**src/accel_cfg_pkg.sv**
```systemverilog
package accel_cfg_pkg;

    // source buffer size and addressing
    localparam int SRC_DEPTH = 64;
    localparam int IDX_W     = 6;
    // sequence and gram lengths go up to SRC_DEPTH, so one extra bit
    localparam int LEN_W     = IDX_W + 1;

    // polynomial hash
    localparam int HASH_MUL  = 31;
    localparam int HASH_W    = 16;

    // result queue
    localparam int Q_DEPTH   = 4;
    localparam int Q_PTR_W   = $clog2(Q_DEPTH);
    localparam int Q_CNT_W   = $clog2(Q_DEPTH + 1);

endpackage

```
**src/accel_types_pkg.sv**
```systemverilog
package accel_types_pkg;

    import accel_cfg_pkg::*;

    // one source byte
    typedef logic [7:0]        byte_t;

    // loop index or buffer address
    typedef logic [IDX_W-1:0]  idx_t;

    // job lengths, 1..SRC_DEPTH
    typedef logic [LEN_W-1:0]  len_t;

    // one hash value
    typedef logic [HASH_W-1:0] hash_t;

endpackage

```
**src/exec_if.sv**
```systemverilog
`timescale 1ns/1ps
`default_nettype none

interface exec_if import accel_types_pkg::*; ();

    // loop state, all driven by the controller
    logic exec;
    logic first_j;
    logic last_j;
    logic k_fin;
    idx_t i;
    idx_t j;

    modport ctrl (output exec, output i, output j,
                  output first_j, output last_j, output k_fin);

    // buffer only needs the address and the read enable
    modport rd   (input exec, input i, input j);

    // hasher needs the gram framing
    modport acc  (input exec, input first_j, input last_j);

endinterface

`default_nettype wire

```
**src/agu_next.sv**
```systemverilog
`timescale 1ns/1ps
`default_nettype none

module agu_next import accel_types_pkg::*; (
    input  logic clk,
    input  logic rst,
    input  logic start_i,
    input  logic en_i,
    input  idx_t ini_i,
    input  idx_t fin_i,
    output idx_t data_o,
    output logic last_o,
    output logic next_o
);

    // last step of this loop level
    assign last_o = en_i & (data_o == fin_i);

    // counter with wrap back to ini
    always_ff @(posedge clk) begin
        if (rst) begin
            data_o <= '0;
            next_o <= 1'b0;
        end else begin
            next_o <= 1'b0;
            if (start_i) begin
                data_o <= ini_i;
            end else if (en_i) begin
                if (data_o == fin_i) begin
                    // wrapped, tell the outer level
                    data_o <= ini_i;
                    next_o <= 1'b1;
                end else begin
                    data_o <= data_o + 1'b1;
                end
            end
        end
    end

    // bounds come from the controller, count must stay inside them
    a_in_range: assert property (@(posedge clk) disable iff (rst)
        en_i |-> data_o <= fin_i);

endmodule

`default_nettype wire

```
**src/exe_ctrl.sv**
```systemverilog
`timescale 1ns/1ps
`default_nettype none

module exe_ctrl import accel_types_pkg::*; (
    input  logic clk,
    input  logic rst,
    input  logic s_init_i,
    input  len_t seq_len_i,
    input  len_t gram_len_i,
    input  logic out_busy_i,
    input  logic out_fin_i,
    exec_if.ctrl ex,
    output logic s_fin_o
);

    idx_t i_fin;
    idx_t j_fin;
    idx_t i;
    idx_t j;
    logic k_init;
    logic k_init_next;
    logic exec;
    logic last_i;
    logic last_j;
    logic next_i;
    logic next_j;
    logic s_fin_period;

    // loop bounds, latched with the start strobe
    always_ff @(posedge clk) begin
        if (s_init_i) begin
            i_fin <= idx_t'(seq_len_i - gram_len_i);
            j_fin <= idx_t'(gram_len_i - 1'b1);
        end
    end

    //////////////////////////////////////////////////
    // gram launch
    //////////////////////////////////////////////////

    // first gram from the job start, later ones from k_init_next
    assign k_init = (s_init_i | k_init_next) & ~out_busy_i;

    // exec: one cycle after k_init, through last_j
    always_ff @(posedge clk) begin
        if (rst) begin
            exec <= 1'b0;
        end else begin
            exec <= k_init | (exec & ~last_j);
        end
    end

    // pending launch, held while the queue drains
    always_ff @(posedge clk) begin
        if (rst) begin
            k_init_next <= 1'b0;
        end else if (s_init_i | k_init) begin
            k_init_next <= 1'b0;
        end else if (last_j & ~last_i) begin
            k_init_next <= 1'b1;
        end
    end

    //////////////////////////////////////////////////
    // loop counters
    //////////////////////////////////////////////////

    // i loop, one step per gram
    agu_next l_i (
        .clk     (clk),
        .rst     (rst),
        .start_i (s_init_i),
        .en_i    (last_j),
        .ini_i   ('0),
        .fin_i   (i_fin),
        .data_o  (i),
        .last_o  (last_i),
        .next_o  (next_i)
    );

    // j loop, bytes of one gram
    agu_next l_j (
        .clk     (clk),
        .rst     (rst),
        .start_i (k_init),
        .en_i    (exec),
        .ini_i   ('0),
        .fin_i   (j_fin),
        .data_o  (j),
        .last_o  (last_j),
        .next_o  (next_j)
    );

    //////////////////////////////////////////////////
    // job finish
    //////////////////////////////////////////////////

    // opens on the i wrap so the last hash is already on its way to the queue
    always_ff @(posedge clk) begin
        if (rst) begin
            s_fin_period <= 1'b0;
        end else if (next_i) begin
            s_fin_period <= 1'b1;
        end else if (out_fin_i) begin
            s_fin_period <= 1'b0;
        end
    end

    // done pulse, cycle after the queue is empty
    always_ff @(posedge clk) begin
        if (rst) begin
            s_fin_o <= 1'b0;
        end else begin
            s_fin_o <= s_fin_period & out_fin_i;
        end
    end

    // loop state out to buffer and hasher
    assign ex.exec    = exec;
    assign ex.i       = i;
    assign ex.j       = j;
    assign ex.first_j = exec & (j == '0);
    assign ex.last_j  = last_j;
    // j wrap is one cycle after last_j
    assign ex.k_fin   = next_j;

    // no new gram once the job is closing
    a_no_exec_in_fin: assert property (@(posedge clk) disable iff (rst)
        s_fin_period |-> !exec);

endmodule

`default_nettype wire

```
**src/src_buffer.sv**
```systemverilog
`timescale 1ns/1ps
`default_nettype none

module src_buffer import accel_cfg_pkg::*, accel_types_pkg::*; (
    input  logic  clk,
    input  logic  rst,
    input  logic  load_stb_i,
    input  byte_t load_byte_i,
    input  logic  clear_i,
    exec_if.rd    rd,
    output byte_t rd_byte_o
);

    byte_t mem [SRC_DEPTH];
    len_t  wr_ptr;
    idx_t  rd_addr;

    // host write pointer, back to 0 after each job
    always_ff @(posedge clk) begin
        if (rst | clear_i) begin
            wr_ptr <= '0;
        end else if (load_stb_i) begin
            wr_ptr <= wr_ptr + 1'b1;
        end
    end

    // byte store
    always_ff @(posedge clk) begin
        if (load_stb_i) begin
            mem[wr_ptr[IDX_W-1:0]] <= load_byte_i;
        end
    end

    // gram i, byte j
    assign rd_addr = rd.i + rd.j;

    // registered read, data one cycle after exec
    always_ff @(posedge clk) begin
        if (rd.exec) begin
            rd_byte_o <= mem[rd_addr];
        end
    end

    // host must not load more than the buffer holds
    a_wr_in_range: assert property (@(posedge clk) disable iff (rst)
        load_stb_i |-> wr_ptr < len_t'(SRC_DEPTH));

endmodule

`default_nettype wire

```
**src/ngram_hasher.sv**
```systemverilog
`timescale 1ns/1ps
`default_nettype none

module ngram_hasher import accel_cfg_pkg::*, accel_types_pkg::*; (
    input  logic  clk,
    input  logic  rst,
    exec_if.acc   acc,
    input  byte_t rd_byte_i,
    output logic  hash_stb_o,
    output hash_t hash_o
);

    logic  exec_d;
    logic  first_d;
    logic  last_d;
    hash_t h_acc;
    hash_t h_base;
    hash_t h_next;

    // framing delayed to meet the buffer read data
    always_ff @(posedge clk) begin
        if (rst) begin
            exec_d  <= 1'b0;
            first_d <= 1'b0;
            last_d  <= 1'b0;
        end else begin
            exec_d  <= acc.exec;
            first_d <= acc.first_j;
            last_d  <= acc.last_j;
        end
    end

    // h*31 + byte, wraps at 2^16
    assign h_base = first_d ? '0 : h_acc;
    assign h_next = h_base * hash_t'(HASH_MUL) + hash_t'(rd_byte_i);

    // accumulator
    always_ff @(posedge clk) begin
        if (exec_d) begin
            h_acc <= h_next;
        end
    end

    // one result per gram, after its last byte
    always_ff @(posedge clk) begin
        if (rst) begin
            hash_stb_o <= 1'b0;
        end else begin
            hash_stb_o <= exec_d & last_d;
        end
    end

    always_ff @(posedge clk) begin
        if (exec_d & last_d) begin
            hash_o <= h_next;
        end
    end

endmodule

`default_nettype wire

```
**src/dst_writer.sv**
```systemverilog
`timescale 1ns/1ps
`default_nettype none

module dst_writer import accel_cfg_pkg::*, accel_types_pkg::*; (
    input  logic  clk,
    input  logic  rst,
    input  logic  hash_stb_i,
    input  hash_t hash_i,
    output logic  res_stb_o,
    output hash_t res_hash_o,
    output logic  out_busy_o,
    output logic  out_fin_o
);

    hash_t              q_mem [Q_DEPTH];
    logic [Q_PTR_W-1:0] wr_ptr;
    logic [Q_PTR_W-1:0] rd_ptr;
    logic [Q_CNT_W-1:0] count;
    logic               q_empty;
    logic               q_full;
    logic               pop;

    assign q_empty = (count == '0);
    assign q_full  = (count == Q_CNT_W'(Q_DEPTH));
    // drain whenever something is queued
    assign pop     = ~q_empty;

    // circular queue pointers and fill level
    always_ff @(posedge clk) begin
        if (rst) begin
            wr_ptr <= '0;
            rd_ptr <= '0;
            count  <= '0;
        end else begin
            if (hash_stb_i) begin
                wr_ptr <= wr_ptr + 1'b1;
            end
            if (pop) begin
                rd_ptr <= rd_ptr + 1'b1;
            end
            count <= count + Q_CNT_W'(hash_stb_i) - Q_CNT_W'(pop);
        end
    end

    always_ff @(posedge clk) begin
        if (hash_stb_i) begin
            q_mem[wr_ptr] <= hash_i;
        end
    end

    // result strobe, one entry per cycle
    always_ff @(posedge clk) begin
        if (rst) begin
            res_stb_o <= 1'b0;
        end else begin
            res_stb_o <= pop;
        end
    end

    always_ff @(posedge clk) begin
        if (pop) begin
            res_hash_o <= q_mem[rd_ptr];
        end
    end

    // back-pressure and drain status for the controller
    assign out_busy_o = ~q_empty;
    assign out_fin_o  = q_empty & ~hash_stb_i;

    // controller throttling must keep the queue from overflowing
    a_no_overflow: assert property (@(posedge clk) disable iff (rst)
        hash_stb_i |-> !q_full);

endmodule

`default_nettype wire

```
**src/ngram_accel_top.sv**
```systemverilog
`timescale 1ns/1ps
`default_nettype none

module ngram_accel_top import accel_types_pkg::*; (
    input  logic  clk,
    input  logic  rst,
    input  logic  load_stb_i,
    input  byte_t load_byte_i,
    input  logic  start_stb_i,
    input  len_t  seq_len_i,
    input  len_t  gram_len_i,
    output logic  res_stb_o,
    output hash_t res_hash_o,
    output logic  done_o
);

    logic  out_busy;
    logic  out_fin;
    logic  hash_stb;
    hash_t hash;
    byte_t rd_byte;

    // loop state bundle
    exec_if ex_if ();

    // done also rewinds the host write pointer
    exe_ctrl u_ctrl (
        .clk        (clk),
        .rst        (rst),
        .s_init_i   (start_stb_i),
        .seq_len_i  (seq_len_i),
        .gram_len_i (gram_len_i),
        .out_busy_i (out_busy),
        .out_fin_i  (out_fin),
        .ex         (ex_if.ctrl),
        .s_fin_o    (done_o)
    );

    src_buffer u_src (
        .clk         (clk),
        .rst         (rst),
        .load_stb_i  (load_stb_i),
        .load_byte_i (load_byte_i),
        .clear_i     (done_o),
        .rd          (ex_if.rd),
        .rd_byte_o   (rd_byte)
    );

    ngram_hasher u_hash (
        .clk        (clk),
        .rst        (rst),
        .acc        (ex_if.acc),
        .rd_byte_i  (rd_byte),
        .hash_stb_o (hash_stb),
        .hash_o     (hash)
    );

    dst_writer u_dst (
        .clk        (clk),
        .rst        (rst),
        .hash_stb_i (hash_stb),
        .hash_i     (hash),
        .res_stb_o  (res_stb_o),
        .res_hash_o (res_hash_o),
        .out_busy_o (out_busy),
        .out_fin_o  (out_fin)
    );

endmodule

`default_nettype wire

```
**config.mk**
```make
export PLATFORM = sky130hd
export DESIGN_NAME = ngram_accel_top
export DESIGN_NICKNAME = d
export VERILOG_FILES = /design/src/accel_cfg_pkg.sv /design/src/accel_types_pkg.sv /design/src/exec_if.sv /design/src/agu_next.sv /design/src/exe_ctrl.sv /design/src/src_buffer.sv /design/src/ngram_hasher.sv /design/src/dst_writer.sv /design/src/ngram_accel_top.sv
export SDC_FILE = /design/constraint.sdc
export NUM_CORES = 1
export LEC_CHECK = 0
export ABC_AREA = 1
export BUFFER_PORTS_ARGS = -buffer_cell sky130_fd_sc_hd__clkbuf_2
export CORE_MARGIN = 4
export CORE_UTILIZATION = 45
export CTS_BUF_LIST = sky130_fd_sc_hd__clkbuf_8
export CTS_CLUSTER_DIAMETER = 50
export CTS_CLUSTER_SIZE = 14
export DETAILED_ROUTE_END_ITERATION = 8
export PLACE_DENSITY = 0.6
export SLEW_MARGIN = 0
export SYNTH_ARGS = -nofsm -noshare
export SYNTH_HDL_FRONTEND = slang
export SYNTH_HIERARCHICAL = 1
export SYNTH_SLANG_ARGS = --single-unit
```
**constraint.sdc**
```tcl
create_clock -name clk -period 5.4 [get_ports clk]
set_input_delay 1.62 -clock clk [delete_from_list [all_inputs] [get_ports clk]]
set_output_delay 1.62 -clock clk [all_outputs]
set_load 0.01 [all_outputs]
```
# Word level (Yosys, flattened, before mapping)

Memory sizes are Yosys's and may differ from the RTL's. A register that Yosys moved wholly into a read port is not among the register bits.
Cells that the tools add are included.

Add/sub/neg operators: 11
Multiply operators: 1
Equality and inequality tests: 2
Multiplexer cells: 10
Bitwise operators: 17
Reduce and logical (&&, ||, !) cells: 8

Operators with widths:

| cell                    | count |
|---|---|
| $add A16 B8 Y16         | 1 |
| $mul A16 B5 Y16 const B | 1 |
| $mux W16                | 1 |
| $add A6 B1 Y6 const B   | 2 |
| $eq A6 B6 Y1            | 2 |
| $mux W6                 | 2 |
| $and A1 B1 Y1           | 9 |
| $add A7 B1 Y7 const B   | 1 |
| $mux W1                 | 7 |
| $add A6 B6 Y6           | 1 |
| $logic_not A6 Y1        | 1 |
| $reduce_or A2 Y1        | 3 |
| $sub A6 B1 Y6 const B   | 1 |
| $sub A6 B6 Y6           | 1 |
| $add A2 B1 Y2 const B   | 2 |
| $not A1 Y1              | 4 |
| $or A1 B1 Y1            | 4 |
| $add A3 B1 Y3           | 1 |
| $logic_not A3 Y1        | 1 |
| $reduce_or A3 Y1        | 1 |
| $sub A3 B1 Y3           | 1 |
| $reduce_bool A2 Y1      | 1 |
| $logic_not A1 Y1        | 1 |

Register bits after elaboration: 80
Memory bits (writable): 576
Input bits: 26
Output and inout bits: 18
Logic and storage cells: 71
Memories kept: 2

Memory list:

| memory      | depth | bits a word | rd ports | clocked after Yosys merged registers in | write ports | RTL line         | text |
|---|---|---|---|---|---|---|---|
| u_src.mem   | 64    | 8           | 1        | 1                                       | 1           | src_buffer.sv:14 | `byte_t mem [SRC_DEPTH];` |
| u_dst.q_mem | 4     | 16          | 1        | 1                                       | 1           | dst_writer.sv:15 | `hash_t q_mem [Q_DEPTH];` |

# Longest topological paths before layout

Gate-level depths: netlist of run 1.

Depth after elaboration: 5
Mapped depth: 22
Mapped depth without buffers: 22

# Modules after synthesis

The synthesis of run 1 kept the hierarchy.

By module, submodules not included:

| module       | times used | cells an instance | area an instance (um2) |
|---|---|---|---|
| src_buffer   | 1          | 2131              | 22451.5 |
| dst_writer   | 1          | 267               | 3520.9 |
| ngram_hasher | 1          | 370               | 3220.6 |
| agu_next     | 2          | 98                | 569.3 |
| exe_ctrl     | 1          | 91                | 855.8 |

# Least setup slack after synthesis of run 1

Ideal clock, no wire load.

Kind: register to register
From: register u_hash.first_d
To: register u_hash.h_acc[15], data pin
Data arrival time: 3316 ps
Required time: 5144 ps
Path slack: 1828 ps
Stages on the path, launching flop included: 18
Period minus slack after synthesis: 3572 ps
Cell sequence: dfxtp_1 > inv_4 > nand2_1 > inv_1 > fa_1 > inv_1 > fa_1 > fa_1 > inv_1 > ha_1 > nand2_1 > nor2_1 > and2_1 > nand2_1 > nand2_1 > inv_1 > nand2_1 > nand2_1

Longest elaborated chain between the ends: 3

Ends and longest elaborated chain:

| element                | RTL line           | text |
|---|---|---|
| start, declared        | ngram_hasher.sv:14 | `logic first_d;` |
| start signal, assigned | ngram_hasher.sv:28 | `first_d <= acc.first_j;` |
| $mux W16               | ngram_hasher.sv:34 | `assign h_base = first_d ? '0 : h_acc;` |
| $mul A16 B5 Y16        | ngram_hasher.sv:35 | `assign h_next = h_base * hash_t'(HASH_MUL) + hash_t'(rd_byte_i);` |
| $add A16 B8 Y16        | ngram_hasher.sv:35 |  |
| net u_hash.h_next[15]  | ngram_hasher.sv:18 | `hash_t h_next;` |
| end signal, assigned   | ngram_hasher.sv:40 | `h_acc <= h_next;` |
| end, declared          | ngram_hasher.sv:16 | `hash_t h_acc;` |

The timed path passes the listed nets, and every way through them passes these cells.
A chain may end at the register's enable or synchronous reset.

# Worst setup path after layout of run 1

Ends and elaborated chain as after synthesis.

==> reports/results.ini, run 1 <==
[routing]
ant_nets = 0
drc = 0
vias = 20400
wl_per_cell_um = 17.5
firstDrtPassIters = 6
via_per_inst = 5.01
wirelength_um = 71200
drt_iter0_drc = 1552

[global_route]
grt_max_degree = 206
gr-total-overflow = 0
grt_pass1_vias = 19800
grt_pass1_wl_um = 111000
antenna_found_initial = 2
grt_util_all_layers_pct = 19.2

[sta]
finalCriticalPeriod_ns = 4.10
setup_tns_ns = 0
hold_violations = 0
tightest_slew_ns = 1.31
fin_ws_ns = 1.30
rsz0062_at_grt = false
maxSlewViolCount = 0
finalCritPeriodShare_pct = 76.0
relSlewSlack_pct = 12.4
fmax_mhz = 244
fin_worst_skew_ns = 0.0463
setup_viol_count_final = 0

[floorplanning]
io-pin-count = 44
start_util_pct = 45.4
core-area_um2 = 68600
num_rows = 96
fp.dieW_um = 271
dieHeight_um = 271
die_area_um2 = 73500

[layout]
final_common_cell = nand2_1
layout_common_cells = 1051 x nand2_1, 644 x edfxtp_1, 400 x nand3_1, 374 x inv_1, 156 x nor2_1
n_fill_cell = 6223
nets = 3192
area_growth_pct = 8.48
layout-drive-gt1-share_pct = 7.68
final_util_pct = 49.3

[place]
io_buffers = 41
dpl.hpwl_um = 43000
gp_congestion = 0.891
preCtsSetupSlack_ns = 1.28

[setup_path]
r2r_start = u_hash/first_d
path_max_fanout = 10
cp-startpoint = u_hash/first_d
cp.arrival_ns = 4.51
critPathCaptureType = flip-flop
start_kind = flip-flop
r2r_slack_ns = 1.30
reg2regPathDepth = 17
required_ns = 5.80
r2r_end = u_hash/h_acc[15]
worst-setup-path-type = flip-flop to flip-flop

[clock_network]
cts_tree = done
clk_latency_ns = 0.67
cts.repair.resized = 0
cts.sinks = 679
cts_setup_buffers = 0
cts_buffers = 74
cts_hold_buf = 0
cts-root-buf = clkbuf_8
clk_pin_slew_worst_paths_ns = 0.08
clock_path_buffers = 3
cts_max_level = 3

[job]
cap_viol_max_count = 0

[worst_hold_path]
hold_path_class = flip-flop to flip-flop
hold_path.startpoint = u_ctrl/s_fin_period
holdPathStages = 2
holdPathEnd = u_ctrl/s_fin_o

[run_status]
status = complete, no violations

[yosys]
avgSynthCellArea_um2 = 10.2
synth_cells = 3053
netlist_area_um2 = 31200
yosysWarningCount = 6

## flip-flops by register name, indices dropped and copies added (netlist names), 2 cells and up
name,cells
u_ctrl/l_i/data_o,6
u_dst/res_hash_o,16
u_dst/q_mem,64
u_ctrl/i_fin,6
u_dst/count,3
u_src/mem,512
u_dst/wr_ptr,2
u_dst/rd_ptr,2
u_ctrl/j_fin,6
u_hash/hash_o,16
u_src/rd_byte_o,8
u_src/wr_ptr,6
u_ctrl/l_j/data_o,6
u_hash/h_acc,16
## critical path: stages (launching register included)
cell and delay (ns):
dfxtp_1 0.60, inv_4 0.15, nand2_1 0.15, inv_1 0.13, fa_1 0.55, inv_1 0.05
fa_1 0.50, fa_1 0.55, inv_1 0.05, ha_1 0.34, nand2_1 0.11, nor2_1 0.19
and2_1 0.16, nand2_1 0.05, nand2_1 0.10, inv_1 0.04, nand2_1 0.06, nand2_1 0.06
## worst max-delay path by stage
stage                              to  slack (ns)  cells past startpoint
CTS                  u_hash/h_acc[15]        1.25                     17
global route        u_hash/hash_o[15]         1.0                     20
detailed placement  u_hash/hash_o[15]        1.28                     17
global placement    u_hash/hash_o[15]        1.30                     17
finish               u_hash/h_acc[15]        1.30                     17
floorplan            u_hash/h_acc[15]        1.83                     17
## cell type report
cell class | instances | area, µm² | share of cell area, %
Clock buffer | 77 | 1060 | 3.14
Multi-Input combinational cell | 1884 | 9160 | 27.1
Timing Repair Buffer | 62 | 400 | 1.18
Sequential cell | 679 | 20000 | 59.3
Clock inverter | 54 | 524 | 1.55
Antenna cell | 3 | 7.51 | 0.0222
Tap cell | 931 | 1160 | 3.45
Inverter | 380 | 1450 | 4.28
## per-stage QoR
step | std cells | hold slack (ns) | area (µm²)
2_1_floorplan | 3064 | 0.410 | 31200
3_3_place_gp | 3936 | 0.417 | 32200
5_1_grt | 4070 | 0.460 | 33800
4_1_cts | 4067 | 0.433 | 33800
6_report | 4070 | 0.431 | 33800
3_5_place_dp | 3936 | 0.425 | 32200
## layer usage
| layer | wire (µm) | global-route usage (%) |
|---|---|---|
| met1 | 30300 | 25.0 |
| met5 | 0 | 0 |
| met3 | 3820 | 3.22 |
| met2 | 35600 | 33.7 |
| met4 | 1430 | 5.13 |
Power of run 1 is left out: the tool's default activity adds up to more than one toggle a clock period on the data nets, which glitch-free logic cannot reach.
==> inputs of run 2 (changes only) <==
- ABC_AREA: 1 -> 0
- clock period: 5.4 -> 4.1 ns (I/O delays scaled with it)
==> reports/results.ini, run 2 <==
[run_status]
status = complete, no violations

[routing]
wl_met1_um = 24900  ; -18%
wl_met2_um = 29100  ; -18%
ant_nets = 0  ; unchanged
via_per_inst = 5.41  ; +7.9%
wl_met3_um = 2470  ; -35%
drt_iter0_drc = 1179  ; -24%
drc = 0  ; unchanged
topRoutingLayerUsed = met4
wirelength_um = 58200  ; -18%
wl_per_cell_um = 21.5  ; +23%
firstDrtPassIters = 5  ; -1
vias = 14600  ; -28%

[clock_network]
clock_path_buffers = 3  ; unchanged
cts_buffers = 68  ; -8.1%
clk_latency_ns = 0.67  ; about the same
cts-root-buf = clkbuf_8
cts_tree = done
cts.sinks = 679  ; unchanged
cts_max_level = 3  ; unchanged
clk_pin_slew_worst_paths_ns = 0.09  ; about the same

[layout]
largest_reg_flops = 512  ; unchanged
n_fill_cell = 5225  ; -16%
final_common_cell = edfxtp_1
nets = 1926  ; -40%
final_util_pct = 50.7  ; +1.4 points
layout-drive-gt1-share_pct = 21.9  ; +14 points
layout_common_cells = 644 x edfxtp_1, 136 x mux4_2, 120 x nand2_1, 102 x inv_1, 93 x nor2_1
area_growth_pct = 11.1
design_area_um2 = 32200  ; -4.8%

[place]
placed_cell_area_um2 = 30800  ; -4.4%
io_buffers = 41  ; unchanged
dpl.hpwl_um = 37200  ; -13%
preCtsSetupSlack_ns = 0.0987  ; -1.18 ns
gp_congestion = 0.788  ; -12%

[job]
cap_viol_max_count = 0  ; unchanged

[floorplanning]
fp.dieW_um = 262  ; -3.5%
core-area_um2 = 63400  ; -7.5%
start_util_pct = 45.7  ; +0.25 points
io-pin-count = 44  ; unchanged
die_area_um2 = 68500  ; -6.8%
num_rows = 92  ; -4.2%
dieHeight_um = 262  ; -3.5%

[yosys]
yosysWarningCount = 6  ; unchanged
netlist_area_um2 = 29000  ; -7.0%
avgSynthCellArea_um2 = 17.5  ; +71%
synth_cells = 1660  ; -46%

[setup_path]
start_kind = flip-flop
worst-setup-path-type = flip-flop to flip-flop
required_ns = 4.50  ; -1.30 ns
crit_path_max_incr_delay_ns = 0.52  ; -0.08 ns
cp_cell_sequence = xnor2_1, nor2_1, ha_1, fa_1, inv_1, fa_1, inv_1, ha_1, a21oi_2, o21ai_2, a311oi_2, o21bai_2, a21oi_2, xnor2_1
path_max_fanout = 6  ; -4
critPathCaptureType = flip-flop
cp.arrival_ns = 4.27  ; -0.24 ns
crit_slowest_cell = edfxtp_1

[global_route]
gr-total-overflow = 0  ; unchanged
antenna_found_initial = 2  ; unchanged
grt_util_all_layers_pct = 17.4  ; -1.8 points
grt_pass1_wl_um = 90200  ; -19%
grt_pass1_vias = 15200  ; -23%
grt_max_degree = 65  ; -68%

[sta]
fin_ws_ns = 0.230  ; -1.07 ns
fin_worst_skew_ns = 0.0365  ; -0.00982 ns
hold_violations = 0  ; unchanged
setup_tns_ns = 0  ; unchanged
setup_viol_count_final = 0  ; unchanged
relSlewSlack_pct = 17.0  ; +4.6 points
finalCriticalPeriod_ns = 3.87  ; -0.235 ns
fmax_mhz = 258  ; +6.1%
tightest_slew_ns = 1.24  ; -0.0677 ns
rsz0062_at_grt = false
finalCritPeriodShare_pct = 94.4  ; +18 points
maxSlewViolCount = 0  ; unchanged

[worst_hold_path]
hold_path_class = flip-flop to flip-flop

[run 2: what timing repair did]
item,in CTS,in global routing
setup buffers,0,8
setup endpoints to repair,0,8
hold buffers,0,0
resized for setup,0,4
[run 2: metal layers]
| metal | global-route usage, % | up-vias |
|---|---|---|
| li1 | - | 6674 |
| met1 | 23.0 | 7558 |
| met2 | 29.5 | 291 |
| met3 | 2.96 | 106 |
| met4 | 6.04 | 0 |
| met5 | 0 | - |
[run 2: metrics by stage]
step	hold slack [ns]	cells
floorplan	0.410	1679
global route	0.463	2706
detailed placement	0.425	2583
finish	0.434	2706
CTS	0.438	2696
global placement	0.418	2583
[run 2: path summary, 6_finish.rpt]
check,slack (ns),cells after the start,to,from
min,0.43,2,u_ctrl/s_fin_o,u_ctrl/s_fin_period
min reg2reg,0.43,2,u_ctrl/s_fin_o,u_ctrl/s_fin_period
max,0.23,14,u_hash/h_acc[12],u_hash/h_acc[3]
max reg2reg,0.23,14,u_hash/h_acc[12],u_hash/h_acc[3]
[run 2: layout make-up]
type | count | area, µm² | area share [%]
repair buffers | 137 | 1060 | 3.30
flip-flops and latches | 679 | 20000 | 62.3
clock inverters | 44 | 352 | 1.09
multi-input cells | 840 | 8380 | 26.0
inverters | 89 | 334 | 1.04
well taps | 846 | 1060 | 3.29
diodes | 2 | 5.00 | 0.0156
clock buffers | 69 | 950 | 2.95
[run 2: critical path: cells and delay by family, from the launching register on]
kind,cells,cell delay [ns]
xor+xnor,2,0.27
simple gates,1,0.16
fa+ha+maj,4,1.62
buf+inv,2,0.09
flops,1,0.52
compound gates,5,0.93
Power of run 2 is left out for the same reason.
